## config.mk

```make
export PLATFORM = sky130hd
export DESIGN_NAME = mc_top
export DESIGN_NICKNAME = d
export VERILOG_FILES = /design/src/mc_pkg.sv /design/src/host_port.sv /design/src/motor_regs.sv /design/src/wdog_timer.sv /design/src/sample_ctrl.sv /design/src/sample_buf.sv /design/src/mc_top.sv
export SDC_FILE = /design/constraint.sdc
export NUM_CORES = 1
export LEC_CHECK = 0
export ABC_AREA = 1
export BUFFER_PORTS_ARGS = -buffer_cell sky130_fd_sc_hd__buf_4
export CAP_MARGIN = 20
export CORE_ASPECT_RATIO = 0.5
export CORE_MARGIN = 2
export CORE_UTILIZATION = 54
export DETAILED_ROUTE_END_ITERATION = 10
export PLACE_DENSITY = 0.79
export SKIP_CTS_REPAIR_TIMING = 1
export SLEW_MARGIN = 15
export SYNTH_ARGS = -nofsm -noshare
export SYNTH_HDL_FRONTEND = slang
export SYNTH_SLANG_ARGS = --single-unit
```

## constraint.sdc

```tcl
create_clock -name sysclk -period 4 [get_ports sysclk]
set_clock_uncertainty 0.1 [all_clocks]
set_input_delay 0.2 -clock sysclk [delete_from_list [all_inputs] [get_ports sysclk]]
set_output_delay 0.2 -clock sysclk [all_outputs]
set_load 0.005 [all_outputs]
```

## src/mc_pkg.sv

```systemverilog
// Single sysclk design. Motor and sample regions must start on aligned bases below 0xf0
`default_nettype none

package mc_pkg;

    localparam int num_motors       = 4;
    localparam int wdog_tick_cycles = 16;               // sysclk cycles per watchdog tick
    localparam int sample_depth     = num_motors + 1;   // Timestamp plus one entry per motor
    localparam int motor_idx_w      = $clog2(num_motors);
    localparam int buf_addr_w       = 3;                // Covers sample_depth entries
    localparam int wdog_count_w     = 32 + $clog2(wdog_tick_cycles); // Period times tick

    typedef logic [7:0]  reg_addr_t;
    typedef logic [31:0] quad_t;

    // Register map
    localparam reg_addr_t addr_status       = 8'h00;  // Board id [3:0], timeout [8]
    localparam reg_addr_t addr_wdog_period  = 8'h01;  // Period in ticks, 0 disables
    localparam reg_addr_t addr_timestamp    = 8'h02;  // Free-running cycle count
    localparam reg_addr_t addr_sample_start = 8'h03;  // Any write starts a snapshot
    localparam reg_addr_t addr_motor_base   = 8'h10;  // Motor m at base + m
    localparam reg_addr_t addr_sample_base  = 8'h20;  // Entry k at base + k

    // Host side request, held while req is high
    typedef struct packed {
        logic      wr;      // 1 write, 0 read
        reg_addr_t addr;
        quad_t     wdata;
    } host_req_t;

    // Internal register bus, strobes one cycle wide
    typedef struct packed {
        logic      wen;
        logic      ren;
        reg_addr_t addr;
        quad_t     wdata;
    } reg_bus_t;

    typedef struct packed {
        logic        enable;
        logic [15:0] setpoint;
    } motor_cmd_t;

    function automatic logic in_motor_region(reg_addr_t addr);
        return (addr >= addr_motor_base) && (addr < addr_motor_base + reg_addr_t'(num_motors));
    endfunction

    function automatic logic in_sample_region(reg_addr_t addr);
        return (addr >= addr_sample_base) &&
               (addr < addr_sample_base + reg_addr_t'(sample_depth));
    endfunction

    function automatic logic [motor_idx_w-1:0] motor_idx(reg_addr_t addr);
        return motor_idx_w'(addr - addr_motor_base);
    endfunction

    function automatic logic [buf_addr_w-1:0] buf_idx(reg_addr_t addr);
        return buf_addr_w'(addr - addr_sample_base);
    endfunction

    // Read-back format, enable in bit 31 and setpoint in 15:0
    function automatic quad_t motor_quad(motor_cmd_t cmd);
        return {cmd.enable, 15'b0, cmd.setpoint};
    endfunction

endpackage

`default_nettype wire

```

## src/host_port.sv

```systemverilog
// req and host_req must be synchronous to sysclk and host_req held stable until ack rises
`timescale 1ns/1ns
`default_nettype none

module host_port import mc_pkg::*; (
    input  logic      sysclk,
    input  logic      arst_n,
    input  logic      req,
    input  host_req_t host_req,
    output logic      ack,
    output quad_t     rdata,
    output reg_bus_t  reg_bus,
    input  quad_t     bus_rdata,
    input  logic      sample_busy
);

    typedef enum logic [2:0] {
        st_idle,
        st_strobe,
        st_data,
        st_ready,
        st_ack
    } phase_t;

    phase_t state;
    logic   wen_q;
    logic   ren_q;
    logic   start_ok;

    // Sample-region read held off while snapshot is being written
    assign start_ok = req && !(!host_req.wr && in_sample_region(host_req.addr) && sample_busy);

    always_ff @(posedge sysclk or negedge arst_n) begin
        if (!arst_n) begin
            state <= st_idle;
            wen_q <= 1'b0;
            ren_q <= 1'b0;
            ack   <= 1'b0;
        end else begin
            wen_q <= 1'b0;                         // Strobes drop after one cycle
            ren_q <= 1'b0;
            case (state)
                st_idle: begin
                    if (start_ok) begin
                        wen_q <= host_req.wr;      // Exactly one strobe per request
                        ren_q <= !host_req.wr;
                        state <= st_strobe;
                    end
                end
                st_strobe: state <= st_data;       // Targets sample the strobe
                st_data:   state <= st_ready;      // Mux output valid, latched on exit
                st_ready: begin
                    ack   <= 1'b1;                 // Third edge after req seen
                    state <= st_ack;
                end
                st_ack: begin
                    if (!req) begin                // Four-phase return to zero
                        ack   <= 1'b0;
                        state <= st_idle;
                    end
                end
                default: state <= st_idle;
            endcase
        end
    end

    // Read data captured once, stays put through ack high
    always_ff @(posedge sysclk) begin
        if (state == st_data) begin
            rdata <= bus_rdata;
        end
    end

    always_comb begin
        reg_bus.wen   = wen_q;
        reg_bus.ren   = ren_q;
        reg_bus.addr  = host_req.addr;             // Stable for the whole request
        reg_bus.wdata = host_req.wdata;
    end

endmodule

`default_nettype wire

```

## src/motor_regs.sv

```systemverilog
// Enables are masked as soon as wdog_timeout is high and cleared in the registers one cycle later
`timescale 1ns/1ns
`default_nettype none

module motor_regs import mc_pkg::*; (
    input  logic                         sysclk,
    input  logic                         arst_n,
    input  reg_bus_t                     reg_bus,
    input  logic                         wdog_timeout,
    input  logic [motor_idx_w-1:0]       rd_idx,
    output motor_cmd_t                   rd_cmd,
    output motor_cmd_t [num_motors-1:0]  motor_cmd
);

    motor_cmd_t [num_motors-1:0] cmd_q;
    logic [motor_idx_w-1:0]      wr_idx;
    logic                        wr_hit;

    assign wr_hit = reg_bus.wen && in_motor_region(reg_bus.addr);
    assign wr_idx = motor_idx(reg_bus.addr);

    always_ff @(posedge sysclk or negedge arst_n) begin
        if (!arst_n) begin
            cmd_q <= '0;
        end else begin
            for (int m = 0; m < num_motors; m++) begin
                if (wr_hit && (wr_idx == motor_idx_w'(m))) begin
                    cmd_q[m].setpoint <= reg_bus.wdata[15:0];
                    cmd_q[m].enable   <= reg_bus.wdata[31];
                end
                // Timeout wins over any enable write
                if (wdog_timeout) begin
                    cmd_q[m].enable <= 1'b0;
                end
            end
        end
    end

    // Outputs masked so enables read 0 from the first timeout cycle
    always_comb begin
        for (int m = 0; m < num_motors; m++) begin
            motor_cmd[m].setpoint = cmd_q[m].setpoint;
            motor_cmd[m].enable   = cmd_q[m].enable && !wdog_timeout;
        end
    end

    assign rd_cmd = motor_cmd[rd_idx];             // Snapshot read port

endmodule

`default_nettype wire

```

## src/wdog_timer.sv

```systemverilog
// Timestamp wraps at 2^32 cycles and the watchdog stays idle until the first host write
`timescale 1ns/1ns
`default_nettype none

module wdog_timer import mc_pkg::*; (
    input  logic     sysclk,
    input  logic     arst_n,
    input  reg_bus_t reg_bus,
    output quad_t    timestamp,
    output quad_t    wdog_period,
    output logic     wdog_timeout
);

    logic [wdog_count_w-1:0] wdog_count;
    logic [wdog_count_w-1:0] reload_val;
    logic                    period_wr;
    quad_t                   next_period;

    assign period_wr   = reg_bus.wen && (reg_bus.addr == addr_wdog_period);
    assign next_period = period_wr ? reg_bus.wdata : wdog_period;  // New period applies at once
    assign reload_val  = wdog_count_w'(next_period) * wdog_count_w'(wdog_tick_cycles);

    always_ff @(posedge sysclk or negedge arst_n) begin
        if (!arst_n) begin
            timestamp <= '0;
        end else begin
            timestamp <= timestamp + 1'b1;
        end
    end

    always_ff @(posedge sysclk or negedge arst_n) begin
        if (!arst_n) begin
            wdog_period  <= '0;
            wdog_count   <= '0;
            wdog_timeout <= 1'b0;
        end else begin
            if (period_wr) begin
                wdog_period <= reg_bus.wdata;
            end
            // Any host write counts as a keep-alive
            if (reg_bus.wen) begin
                wdog_count <= reload_val;
            end else if (wdog_count != '0) begin
                wdog_count <= wdog_count - 1'b1;
            end
            // Sticky until the period is written again
            if (period_wr) begin
                wdog_timeout <= 1'b0;
            end else if (!reg_bus.wen && (wdog_count == wdog_count_w'(1))) begin
                wdog_timeout <= 1'b1;
            end
        end
    end

endmodule

`default_nettype wire

```

## src/sample_ctrl.sv

```systemverilog
// State sequence is written for four motors and a start write during a snapshot is dropped
`timescale 1ns/1ns
`default_nettype none

module sample_ctrl import mc_pkg::*; (
    input  logic                   sysclk,
    input  logic                   arst_n,
    input  reg_bus_t               reg_bus,
    input  quad_t                  timestamp,
    output logic [motor_idx_w-1:0] rd_idx,
    input  motor_cmd_t             rd_cmd,
    output logic                   buf_we,
    output logic [buf_addr_w-1:0]  buf_waddr,
    output quad_t                  buf_wdata,
    output logic                   sample_busy
);

    typedef enum logic [2:0] {
        st_idle,
        st_stamp,
        st_mot0,
        st_mot1,
        st_mot2,
        st_mot3
    } samp_state_t;

    samp_state_t state;
    quad_t       ts_snap;
    logic        start_wr;

    assign start_wr = reg_bus.wen && (reg_bus.addr == addr_sample_start);

    always_ff @(posedge sysclk or negedge arst_n) begin
        if (!arst_n) begin
            state <= st_idle;
        end else begin
            case (state)
                st_idle:  if (start_wr) state <= st_stamp;  // Starts one cycle after the write
                st_stamp: state <= st_mot0;
                st_mot0:  state <= st_mot1;
                st_mot1:  state <= st_mot2;
                st_mot2:  state <= st_mot3;
                st_mot3:  state <= st_idle;
                default:  state <= st_idle;
            endcase
        end
    end

    // Timestamp frozen in the start cycle
    always_ff @(posedge sysclk) begin
        if ((state == st_idle) && start_wr) begin
            ts_snap <= timestamp;
        end
    end

    // One buffer entry per state
    always_comb begin
        rd_idx    = '0;
        buf_waddr = '0;
        buf_wdata = motor_quad(rd_cmd);
        case (state)
            st_stamp: buf_wdata = ts_snap;       // Entry 0
            st_mot0: begin
                rd_idx    = motor_idx_w'(0);
                buf_waddr = buf_addr_w'(1);
            end
            st_mot1: begin
                rd_idx    = motor_idx_w'(1);
                buf_waddr = buf_addr_w'(2);
            end
            st_mot2: begin
                rd_idx    = motor_idx_w'(2);
                buf_waddr = buf_addr_w'(3);
            end
            st_mot3: begin
                rd_idx    = motor_idx_w'(3);
                buf_waddr = buf_addr_w'(4);
            end
            default: ;
        endcase
    end

    assign buf_we      = (state != st_idle);
    assign sample_busy = (state != st_idle);     // Five cycles per snapshot

endmodule

`default_nettype wire

```

## src/sample_buf.sv

```systemverilog
// No reset on contents and reads past sample_depth return undefined data
`timescale 1ns/1ns
`default_nettype none

module sample_buf import mc_pkg::*; (
    input  logic                  sysclk,
    input  logic                  we,
    input  logic [buf_addr_w-1:0] waddr,
    input  logic [buf_addr_w-1:0] raddr,
    input  quad_t                 wdata,
    output quad_t                 rdata
);

    quad_t mem [sample_depth];     // Inferred as distributed RAM

    always_ff @(posedge sysclk) begin
        if (we) begin
            mem[waddr] <= wdata;
        end
        rdata <= mem[raddr];       // One cycle read latency
    end

endmodule

`default_nettype wire

```

## src/mc_top.sv

```systemverilog
// One clock domain and board_id must be static, and unmapped addresses read as zero
`timescale 1ns/1ns
`default_nettype none

module mc_top import mc_pkg::*; (
    input  logic                        sysclk,
    input  logic                        arst_n,
    input  logic [3:0]                  board_id,
    input  logic                        req,
    input  host_req_t                   host_req,
    output logic                        ack,
    output quad_t                       rdata,
    output motor_cmd_t [num_motors-1:0] motor_cmd,
    output logic                        wdog_timeout
);

    reg_bus_t               reg_bus;
    quad_t                  bus_rdata;
    quad_t                  timestamp;
    quad_t                  wdog_period;
    quad_t                  sample_rdata;
    quad_t                  buf_wdata;
    logic                   sample_busy;
    logic                   buf_we;
    logic [buf_addr_w-1:0]  buf_waddr;
    logic [motor_idx_w-1:0] samp_idx;
    motor_cmd_t             samp_cmd;
    reg_addr_t              rd_addr_q;

    host_port u_host_port (
        .sysclk(sysclk), .arst_n(arst_n), .req(req), .host_req(host_req), .ack(ack),
        .rdata(rdata), .reg_bus(reg_bus), .bus_rdata(bus_rdata), .sample_busy(sample_busy)
    );

    motor_regs u_motor_regs (
        .sysclk(sysclk), .arst_n(arst_n), .reg_bus(reg_bus), .wdog_timeout(wdog_timeout),
        .rd_idx(samp_idx), .rd_cmd(samp_cmd), .motor_cmd(motor_cmd)
    );

    wdog_timer u_wdog_timer (
        .sysclk(sysclk), .arst_n(arst_n), .reg_bus(reg_bus), .timestamp(timestamp),
        .wdog_period(wdog_period), .wdog_timeout(wdog_timeout)
    );

    sample_ctrl u_sample_ctrl (
        .sysclk(sysclk), .arst_n(arst_n), .reg_bus(reg_bus), .timestamp(timestamp),
        .rd_idx(samp_idx), .rd_cmd(samp_cmd), .buf_we(buf_we), .buf_waddr(buf_waddr),
        .buf_wdata(buf_wdata), .sample_busy(sample_busy)
    );

    sample_buf u_sample_buf (
        .sysclk(sysclk), .we(buf_we), .waddr(buf_waddr), .raddr(buf_idx(reg_bus.addr)),
        .wdata(buf_wdata), .rdata(sample_rdata)
    );

    // Read address held from ren so the mux lines up with the buffer read
    always_ff @(posedge sysclk) begin
        if (reg_bus.ren) begin
            rd_addr_q <= reg_bus.addr;
        end
    end

    // Read mux by region, valid one cycle after ren
    always_comb begin
        bus_rdata = '0;
        if (rd_addr_q == addr_status) begin
            bus_rdata = {23'b0, wdog_timeout, 4'b0, board_id};
        end else if (rd_addr_q == addr_wdog_period) begin
            bus_rdata = wdog_period;
        end else if (rd_addr_q == addr_timestamp) begin
            bus_rdata = timestamp;
        end else if (in_motor_region(rd_addr_q)) begin
            bus_rdata = motor_quad(motor_cmd[motor_idx(rd_addr_q)]);  // Second read index
        end else if (in_sample_region(rd_addr_q)) begin
            bus_rdata = sample_rdata;
        end
    end

endmodule

`default_nettype wire

```

# ---- Yosys cells after proc, flatten, opt, wreduce, memory -nomap -nowiden
# Memories as Yosys holds them, arrays and structs flattened. A register that Yosys moved wholly into a read port is not among the register bits.
# Cells that the tools add are included.
dict set report op_classes {
  mux 38
  magnitude_cmp 10
  n_eq_ne 20
  addsub 5
  n_reduce_logical 39
}
# operator count
set op_table {}
lappend op_table {{2-to-1 mux 32 bit} 6}
lappend op_table {{2-to-1 mux 17 bit} 6}
lappend op_table {{2-to-1 mux 36 bit} 2}
lappend op_table {{binary-select mux 17 bit (select 2 bit)} 2}
lappend op_table {{== test 36 x 1 -> 1 bit, second input constant} 1}
lappend op_table {{nonzero test 36 bit} 1}
lappend op_table {{subtractor 36 x 1 -> 36 bit, second input constant} 1}
lappend op_table {{adder 32 x 1 -> 32 bit, second input constant} 1}
lappend op_table {{case mux 3 bit (5 select lines)} 2}
lappend op_table {{logical AND 1 bit} 20}
lappend op_table {{== test 8 x 1 -> 1 bit, second input constant} 2}
lappend op_table {{== test 8 x 2 -> 1 bit, second input constant} 2}
lappend op_table {{greater-or-equal comparator 8 x 5 -> 1 bit, second input constant} 2}
lappend op_table {{greater-or-equal comparator 8 x 6 -> 1 bit, second input constant} 2}
lappend op_table {{less-than comparator 8 x 5 -> 1 bit, second input constant} 2}
lappend op_table {{less-than comparator 8 x 6 -> 1 bit, second input constant} 2}
lappend op_table {{nonzero test 2 bit} 7}
lappend op_table {{2-to-1 mux 1 bit} 13}
lappend op_table {{== test 3 x 2 -> 1 bit, second input constant} 4}
lappend op_table {{case mux 3 bit (4 select lines)} 1}
lappend op_table {{== test 3 bit, second input constant} 3}
lappend op_table {{2-to-1 mux 3 bit} 3}
lappend op_table {{2-to-1 mux 9 bit} 1}
lappend op_table {{zero test 8 bit} 1}
lappend op_table {{15 further kinds} 25}
dict set report totals {
  input_bits 48
  output_inout_bits 102
  memories 1
  ramBits 160
  reg_bits 250
  wordCells 134
}
# memory words width read_ports rd_ports_with_merged_regs write_ports line_no
set mem_list {}
lappend mem_list {u_sample_buf.mem 5 32 1 1 1 sample_buf.sv:14} ;# quad_t mem [sample_depth];

# ---- Longest topological paths before layout
# Gate-level depths: netlist (run 1).
dict set report logic_depth {
  ltp_word 8
  ltp_mapped 12
  depth_no_buf 10
}

# ---- Modules after synthesis
# From an unflattened synthesis (run 1), not the netlist that was laid out.
dict set report hier_totals {
  hier_cells 2589
  hier_area_um2 21948.6
}
# module seq_area_each_um2 cells_each area_per_inst_um2 instances
set modules_own_cells {}
lappend modules_own_cells {sample_buf 5445.2 681 7450.9 1}
lappend modules_own_cells {wdog_timer 2527.4 783 5685.5 1}
lappend modules_own_cells {motor_regs 1701.6 475 3758.6 1}
lappend modules_own_cells {mc_top 240.2 381 1835.5 1}
lappend modules_own_cells {sample_ctrl 1036.0 160 1656.6 1}
lappend modules_own_cells {host_port 1111.1 109 1561.5 1}

# ---- Worst setup path before layout (run 1)
# OpenSTA, ideal clock, no wires.
dict set report synth_path {
  path_type {register to register}
  from {register u_sample_ctrl.state[0]}
  to {register u_sample_ctrl.ts_snap[0], enable pin}
  setup_slack_ps -442
  n_path_buf 1
  required_time_ps 3398
  arrival_ps 3841
  setup_ps 502
  stages_incl_launch_ff 5
  synth_period_minus_slack_ps 4442
  path_cell_list {dfrtp_1 -> buf_2 -> nor2_1 -> nand2_1 -> nor4_1}
}
dict set report synth_between {
  elab_chain_cells 2
}
# element line_no
set synth_lines {}
lappend synth_lines {{start: declaration} sample_ctrl.sv:27} ;# samp_state_t state;
lappend synth_lines {{start signal: assignment} sample_ctrl.sv:35} ;# state <= st_idle;
lappend synth_lines {{start signal: assignment} sample_ctrl.sv:38} ;# st_idle: if (start_wr) state <= st_stamp;
lappend synth_lines {{start signal: assignment} sample_ctrl.sv:39} ;# st_stamp: state <= st_mot0;
lappend synth_lines {{zero test 3 bit} sample_ctrl.sv:51} ;# if ((state == st_idle) && start_wr) begin
lappend synth_lines {{logical AND 1 bit} sample_ctrl.sv:51}
lappend synth_lines {{end signal: assignment} sample_ctrl.sv:52} ;# ts_snap <= timestamp;
lappend synth_lines {{end: declaration} sample_ctrl.sv:28} ;# quad_t ts_snap;
# Every way passes these cells.
# A chain may end at the register's enable or synchronous reset.

# ---- Worst setup path in the final report (run 1)
dict set report layout_path {
  from {register rd_addr_q[1]}
  to {register u_host_port.rdata[30], data pin}
}
dict set report layout_between {
  elab_chain_cells 6
  elab_cells_between_ends 13
  cone_classes {order compare: 4; eq/ne: 2; mux: 4; reduce/logical: 3}
}
# element line_no
set layout_lines {}
lappend layout_lines {{start: declaration} mc_top.sv:28} ;# reg_addr_t rd_addr_q;
lappend layout_lines {{start signal: assignment} mc_top.sv:59} ;# rd_addr_q <= reg_bus.addr;
lappend layout_lines {{greater-or-equal comparator 8 x 6 -> 1 bit or less-than comparator 8 x 6 -> 1 bit (tied branches)} {mc_pkg.sv:49, mc_pkg.sv:50}}
lappend layout_lines {{logical AND 1 bit} mc_pkg.sv:49} ;# return (addr >= addr_sample_base) &&
lappend layout_lines {{2-to-1 mux 32 bit} mc_top.sv:74} ;# end else if (in_sample_region(rd_addr_q)) begin
lappend layout_lines {{2-to-1 mux 32 bit} mc_top.sv:72} ;# end else if (in_motor_region(rd_addr_q)) begin
lappend layout_lines {{2-to-1 mux 32 bit} mc_top.sv:70} ;# end else if (rd_addr_q == addr_timestamp) begin
lappend layout_lines {{2-to-1 mux 32 bit} mc_top.sv:68} ;# end else if (rd_addr_q == addr_wdog_period) begin
lappend layout_lines {{end signal: assignment} host_port.sv:70} ;# rdata <= bus_rdata;
lappend layout_lines {{end: declaration} host_port.sv:11} ;# output quad_t rdata,
# Several ways; a longest one is shown, not always the timed one.

==> metrics.yaml, run 1 <==
yosysWarnings: 0
report.final.slew_viol_count: 0
ir_drop_uv: 469
die_x_um: 273
synth_top_area_share_pct: 35.7
place_inst: 2536
synth-seq-cells: 442
synth_area_leaders: "edfxtp_1 (36%), dfrtp_1 (23%), nand2_1 (12%), nor2_1 (3.3%), dfxtp_1 (3.3%)"
p_clk_share_pct: 28.2
drtAntennaViolNets: 0
syn_inst: 2026
crit_path_end_kind: "flop"
yosysTopAreaCell: "edfxtp_1"
arrival_ns: 3.01
viasPerCell: 5.66
antenna_found_initial: 1
power.leakage_nw: 9.83
p_per_area_nw_per_um2: 626
switching_share_pct: 32.7
cts_sinks: 442
clk_transition_reported_paths_ns: 0.07
grtUsageTotal_pct: 28.1
power_mw: 14.0
syn_nets: 2078
grt-ovfl-total: 0
min_from: "host_req[12]"
rows: 49
p_sw_mw: 4.58
drt_iter0_markers: 2079
drc_errors: 0
layout_commonest_cell: "nand2_1"
r2r-start: "rd_addr_q[1]"
hold_path.class: "in -> reg"
grt_pass1_wl_um: 81000
layout-drive-gt1-share_pct: 12.4
ys_seq_area_share_pct: 61.8
wl_um: 54500
cts_root_buf: "clkbuf_16"
mostFrequentLayoutCells: "nand2_1 (622), edfxtp_1 (232), dfrtp_1 (178)"
syn_area_per_cell_sq_um: 9.63
max_freq_mhz: 366
final_area_sq_um: 22400
finalCriticalPeriod_ns: 2.73
worst_pin_slew_ns: 1.05
dr.pass1.iters: 8
post_dp_cell_area_sq_um: 20600
design.die.area_sq_um: 37800
worstSetupPathType: "reg -> reg"
hold-path-endpoint: "u_motor_regs.motor_cmd[46]"
seqPwrFrac_pct: 47.4
syn_to_final_growth_pct: 14.6
setup_viol: 0
maxCapViolCount: 0
rrSetupSlack_ns: 1.27
holdWs_ns: -0.0201
synth_area_sq_um: 19500
wl_per_cell_um: 20.6
netlist-cell-type-count: 43
synthFlopType: "edfxtp_1"
cts_buffers: 39
status: "finished, violations left"
r2r-end: "u_host_port.rdata[30]"
intPower_mw: 9.42
cts_htree_levels: 2
cp.required_ns: 4.28
p_comb_share_pct: 24.4
vias: 15000
layout.nets: 2182
grt_max_degree: 106
grt_pass1_vias: 13900
post-route-period-util_pct: 68.3
fill_cells: 2735
ys_async_sr_fraction_pct: 40.3
num_io_pins: 150
routabilityCongestion: 0.941
max-clock-path-buffers: 3
cp-start-kind: "flop"
place.detailed.hpwl_um: 36100
core_area_sq_um: 35700
clock_latency_ns: 0.56
critPathMaxFanout: 31
cts_tree: "yes"
tns_ns: 0
violations: "hold timing"
synth_edf_count: 232
initial_utilization_pct: 54.6
max-slew-margin-rel_pct: 29.8
port_buffers: 149
hold_viol: 1
rsz0062_at_grt: "false"
whs_path_depth: 3
die_h_um: 138
worstRegToRegCells: 8
instances_no_fill: 2646
state kept, by name, indices dropped and copies added (netlist names):
signal,count
u_sample_buf.mem,160
u_motor_regs.motor_cmd,64
u_wdog_timer.wdog_count,36
u_host_port.rdata,32
u_sample_buf.rdata,32
u_sample_ctrl.ts_snap,32
u_wdog_timer.timestamp,32
u_wdog_timer.wdog_period,32
rd_addr_q,8
u_motor_regs.cmd_q,4
u_host_port.state,3
u_sample_ctrl.state,3
u_host_port.ack,1
u_host_port.ren_q,1
u_host_port.wen_q,1
u_wdog_timer.wdog_timeout,1
final cells by class:
class                           instances  area (sq um)  area share (%)
Inverter                              166           624            2.79
Sequential cell                       442         12100            53.9
Antenna cell                            1          2.50          0.0112
Multi-Input combinational cell       1276          6040            27.0
Clock inverter                         16           146           0.655
Tap cell                              484           606            2.71
Clock buffer                           56          1200            5.39
Timing Repair Buffer                  205          1670            7.47
logic make-up (layout without fill, tap and decap cells):
group / count (synthesis) / after routing / synth area share [%]
AOI/OAI and AO/OA: 278 / 278 / 8.51
xor gates and xnor gates: 47 / 47 / 2.11
adders and majority gates: 4 / 4 / 0.257
buffers and inverters: 308 / 443 / 7.47
DFF: 442 / 442 / 61.8
other: 0 / 1 / 0
and+or+nand+nor: 947 / 947 / 19.8
synth_stat cells (2+ instances only):
cell,number
nand2_1,622
edfxtp_1,232
ha_1,4
nand3_1,76
xor2_1,27
nor3_1,18
nor2_1,171
buf_1,3
buf_2,32
nor2_2,6
dfxtp_1,32
dfrtp_1,178
nor4_1,3
o21ai_0,126
inv_1,163
o21bai_1,2
a41oi_1,16
xnor2_1,20
buf_4,65
o21ai_1,29
a21oi_1,22
nand4_1,33
o21ai_2,6
nand2_2,3
a22oi_1,34
a31oi_1,9
nor3b_1,2
o211ai_1,34
nand3b_1,5
buf_6,2
clkbuf_1,39
critical path, cell delays in order, from the launching register on:
cell      delay [ns]
edfxtp_1        0.69
inv_1           0.17
nand2_1         0.17
inv_1           0.44
nand3_1         0.28
inv_1           0.12
buf_4           0.38
nand2_1         0.10
o211ai_1        0.11
metal layers:
metal  part of all wire, %  GRT usage (%)  wire (um)
met5                     0              0          0
met4                   3.1           8.56       1700
met3                    11           6.53       6020
met2                    45           44.0      24700
met1                    40           39.4      22100
how the worst max path moves through the flow:
stage / startpoint / to / slack [ns] / cells after the start
finish: rd_addr_q[1] / u_host_port.rdata[30] / 1.27 / 8
global route: rd_addr_q[1] / u_host_port.rdata[30] / 1.11 / 8
CTS: rd_addr_q[1] / u_host_port.rdata[30] / 1.38 / 8
detailed placement: rd_addr_q[1] / u_host_port.rdata[30] / 1.39 / 8
global placement: rd_addr_q[1] / u_host_port.rdata[20] / 1.42 / 8
floorplan: u_sample_ctrl.state[0] / u_sample_buf.mem[1][0] / 0.70 / 2
power groups by stage:
stage / Combinational [mW] / Sequential [mW] / Clock [mW]
global route: 3.80 / 6.70 / 4.14
floorplan: 2.11 / 6.31 / 0
finish: 3.41 / 6.64 / 3.95
global placement: 3.18 / 6.67 / 0
detailed placement: 3.28 / 6.70 / 0
CTS: 3.31 / 6.63 / 3.96
through the flow:
step	hold WS [ns]	utilization (%)	worst slack [ns]
final	-0.0201	62.6	1.27
after global routing	0.00416	62.5	1.11
after CTS	-0.284	61.4	1.38
after detailed placement	0.279	57.7	1.39
after global placement	0.275	57.7	1.42
after floorplan	-0.196	-	0.704
No activity file was read; power rests on OpenSTA's default activity.
==> inputs of run 2 (changes only) <==
--- a/config.mk
+++ b/config.mk
@@ -5,14 +5,14 @@
 export SDC_FILE = /design/constraint.sdc
 export NUM_CORES = 1
 export LEC_CHECK = 0
-export ABC_AREA = 1
+export ABC_AREA = 0
 export BUFFER_PORTS_ARGS = -buffer_cell sky130_fd_sc_hd__buf_4
 export CAP_MARGIN = 20
 export CORE_ASPECT_RATIO = 0.5
 export CORE_MARGIN = 2
-export CORE_UTILIZATION = 54
+export CORE_UTILIZATION = 55
 export DETAILED_ROUTE_END_ITERATION = 10
-export PLACE_DENSITY = 0.79
+export PLACE_DENSITY = 0.77
 export SKIP_CTS_REPAIR_TIMING = 1
 export SLEW_MARGIN = 15
 export SYNTH_ARGS = -nofsm -noshare
==> constraint.sdc (replaced) <==
create_clock -name sysclk -period 2.9 [get_ports sysclk]
set_clock_uncertainty 0.1 [all_clocks]
set_input_delay 0.145 -clock sysclk [delete_from_list [all_inputs] [get_ports sysclk]]
set_output_delay 0.145 -clock sysclk [all_outputs]
set_load 0.005 [all_outputs]
==> run 2 against run 1 <==
Net effect:
- final cell count fell by 23%
- critical path type unchanged
- wire length fell by 7.3%
- total power rose by 28%
- via count fell by 14%
- the run now ends clean
- first-iteration DRC count fell by 22%
==> metrics.yaml, run 2 <==
dr.pass1.iters: 7  # -1
place_inst: 1922  # -24%
path_cells: "or3_1, nand4_1, nand2_1, or4_1, nor2_1, dlygate4sd3_1"
largest_register_ffs: 160  # unchanged
design.die.area_sq_um: 36700  # -2.8%
antenna_found_initial: 1  # unchanged
netlist-cell-type-count: 60  # +40%
layout_commonest_cell: "edfxtp_1"
worstSetupPathType: "reg -> reg"
synth_area_leaders: "edfxtp_1 (36%), dfrtp_1 (23%), mux2_2 (7.7%), mux4_2 (5.7%), dfxtp_1 (3.3%)"
drc_errors: 0  # unchanged
syn_to_final_growth_pct: 15.9
vias: 12800  # -14%
max-slew-margin-rel_pct: 53.8  # +24 points
pre_cts_ws_ns: 0.441  # -0.948 ns
regMostFlops: "u_sample_buf.mem"
hold_viol: 0  # -1
syn_nets: 1443  # -31%
grt-ovfl-total: 0  # unchanged
clk_transition_reported_paths_ns: 0.07  # about the same
layout-drive-gt1-share_pct: 28.9  # +16 points
synth_edf_count: 232  # unchanged
power_mw: 18.0  # +28%
layout.nets: 1583  # -27%
die_x_um: 269  # -1.4%
synth_top_area_share_pct: 36.1  # +0.40 points
place.detailed.hpwl_um: 33200  # -7.9%
crit_path_end_kind: "flop"
syn_area_per_cell_sq_um: 13.9  # +44%
cts_sinks: 442  # unchanged
crit_buf_inv: 1  # -3
ys_seq_area_share_pct: 62.5  # +0.69 points
instances_no_fill: 2038  # -23%
synth_most_common_cell: "edfxtp_1"
grt_pass1_wl_um: 74100  # -8.6%
hold_path.class: "in -> async"
rrSetupSlack_ns: 0.10  # -1.17 ns
routabilityCongestion: 0.919  # -2.4%
cts_buffers: 39  # unchanged
syn_inst: 1391  # -31%
synthFlopType: "edfxtp_1"
power.leakage_nw: 9.24  # -6.1%
tns_ns: 0  # unchanged
setup_slack_ns: 0.104  # -1.17 ns
initial_utilization_pct: 55.9  # +1.3 points
synth-seq-cells: 442  # unchanged
post_dp_cell_area_sq_um: 20700  # +0.24%
status: "finished clean"
cpPeakStageDelay_ns: 0.62  # -0.07 ns
wl_per_cell_um: 24.8  # +20%
ys_async_sr_fraction_pct: 40.3  # unchanged
rows: 48  # -2.0%
critPathMaxFanout: 23  # -26%
grt_max_degree: 66  # -38%
yosysTopAreaCell: "edfxtp_1"
max-clock-path-buffers: 3  # unchanged
worst_pin_slew_ns: 0.686  # -0.362 ns
synthTopCellsByCount: "edfxtp_1 (232), dfrtp_1 (178), mux2_2 (132)"
post-route-period-util_pct: 96.4  # +28 points
port_buffers: 149  # unchanged
viasPerCell: 6.30  # +11%
cp-start-kind: "flop"
die_h_um: 136  # -1.4%
cts_htree_levels: 2  # unchanged
final_core_util_pct: 64.7  # +2.2 points
drtAntennaViolNets: 0  # unchanged
cts_root_buf: "clkbuf_16"
arrival_ns: 3.16  # +0.15 ns
cp.required_ns: 3.27  # -1.01 ns
holdWs_ns: 0.0356  # +0.0557 ns
cts_tree: "yes"
wl_um: 50600  # -7.3%
clock_latency_ns: 0.55  # about the same
report.final.slew_viol_count: 0  # unchanged
rsz0062_at_grt: "false"
cp_slowest_cell: "dfrtp_2"
num_io_pins: 150  # unchanged
ir_drop_uv: 476  # +1.4%
final_area_sq_um: 22400  # about the same
setup_viol: 0  # unchanged
cp_top_family: "simple AND/OR/NAND/NOR gates"
synth_area_sq_um: 19300  # -1.1%
yosysWarnings: 0  # unchanged
grtUsageTotal_pct: 27.4  # -0.76 points
core_area_sq_um: 34500  # -3.4%
drt_iter0_markers: 1628  # -22%
maxCapViolCount: 0  # unchanged
grt_pass1_vias: 12300  # -11%
mostFrequentLayoutCells: "edfxtp_1 (232), buf_4 (190), dfrtp_1 (176)"
p_per_area_nw_per_um2: 804  # +28%
max_freq_mhz: 358  # -2.3%
finalCriticalPeriod_ns: 2.80  # +0.0656 ns
-- run 2: worst paths after layout --
check | startpoint | to | cells past startpoint
max | u_sample_ctrl.state[1] | u_host_port.ren_q | 6
min | arst_n | u_wdog_timer.wdog_count[29] | 2
max reg2reg | u_sample_ctrl.state[1] | u_host_port.ren_q | 6
min reg2reg | u_sample_buf.mem[4][2] | u_sample_buf.rdata[2] | 1
max in group asynchronous | arst_n | u_sample_ctrl.state[0] | 3
min in group sysclk | board_id[1] | u_host_port.rdata[1] | 4
-- run 2: per-layer routing --
layer / global-route usage [%] / vias to the layer above / share of wire, %
met5: 0 / - / 0
met4: 8.40 / 0 / 2.7
met3: 6.76 / 106 / 11
met2: 41.9 / 715 / 46
met1: 39.0 / 6560 / 40
li1: - / 5455 / -
-- run 2: worst reg2reg max path, delay by kind of cell (launching register included) --
kind	cells	cell delay [ns]
buffers and inverters	1	0.58
AND/OR/NAND/NOR	5	1.41
flip-flops	1	0.62
-- run 2: final cells by class --
class,instances,area [sq um]
Clock buffer,55,1090
Fill cell,2349,12200
Timing Repair Buffer,239,1970
Clock inverter,17,174
Antenna cell,1,2.50
Inverter,30,113
Multi-Input combinational cell,779,6350
Tap cell,475,594
Sequential cell,442,12100
-- run 2: power by group --
group | leakage (nW) | internal [mW] | switching, mW
clock network | 0.612 | 2.91 | 2.33
registers | 4.82 | 8.27 | 0.804
logic | 3.80 | 1.43 | 2.23
-- run 2: logic make-up (layout without fill, tap and decap cells) --
group                    after synthesis  after routing  synth area share (%)
AND/OR/NAND/NOR                      330            330                  9.01
XOR/XNOR                              44             44                  2.00
adder cells (fa/ha/maj)                4              4                 0.259
flip-flops                           442            442                  62.5
other                                  0              1                     0
buffers and inverters                170            341                  4.84
AO/OA/AOI/OAI                        183            183                  6.02
multiplexers                         218            218                  15.3
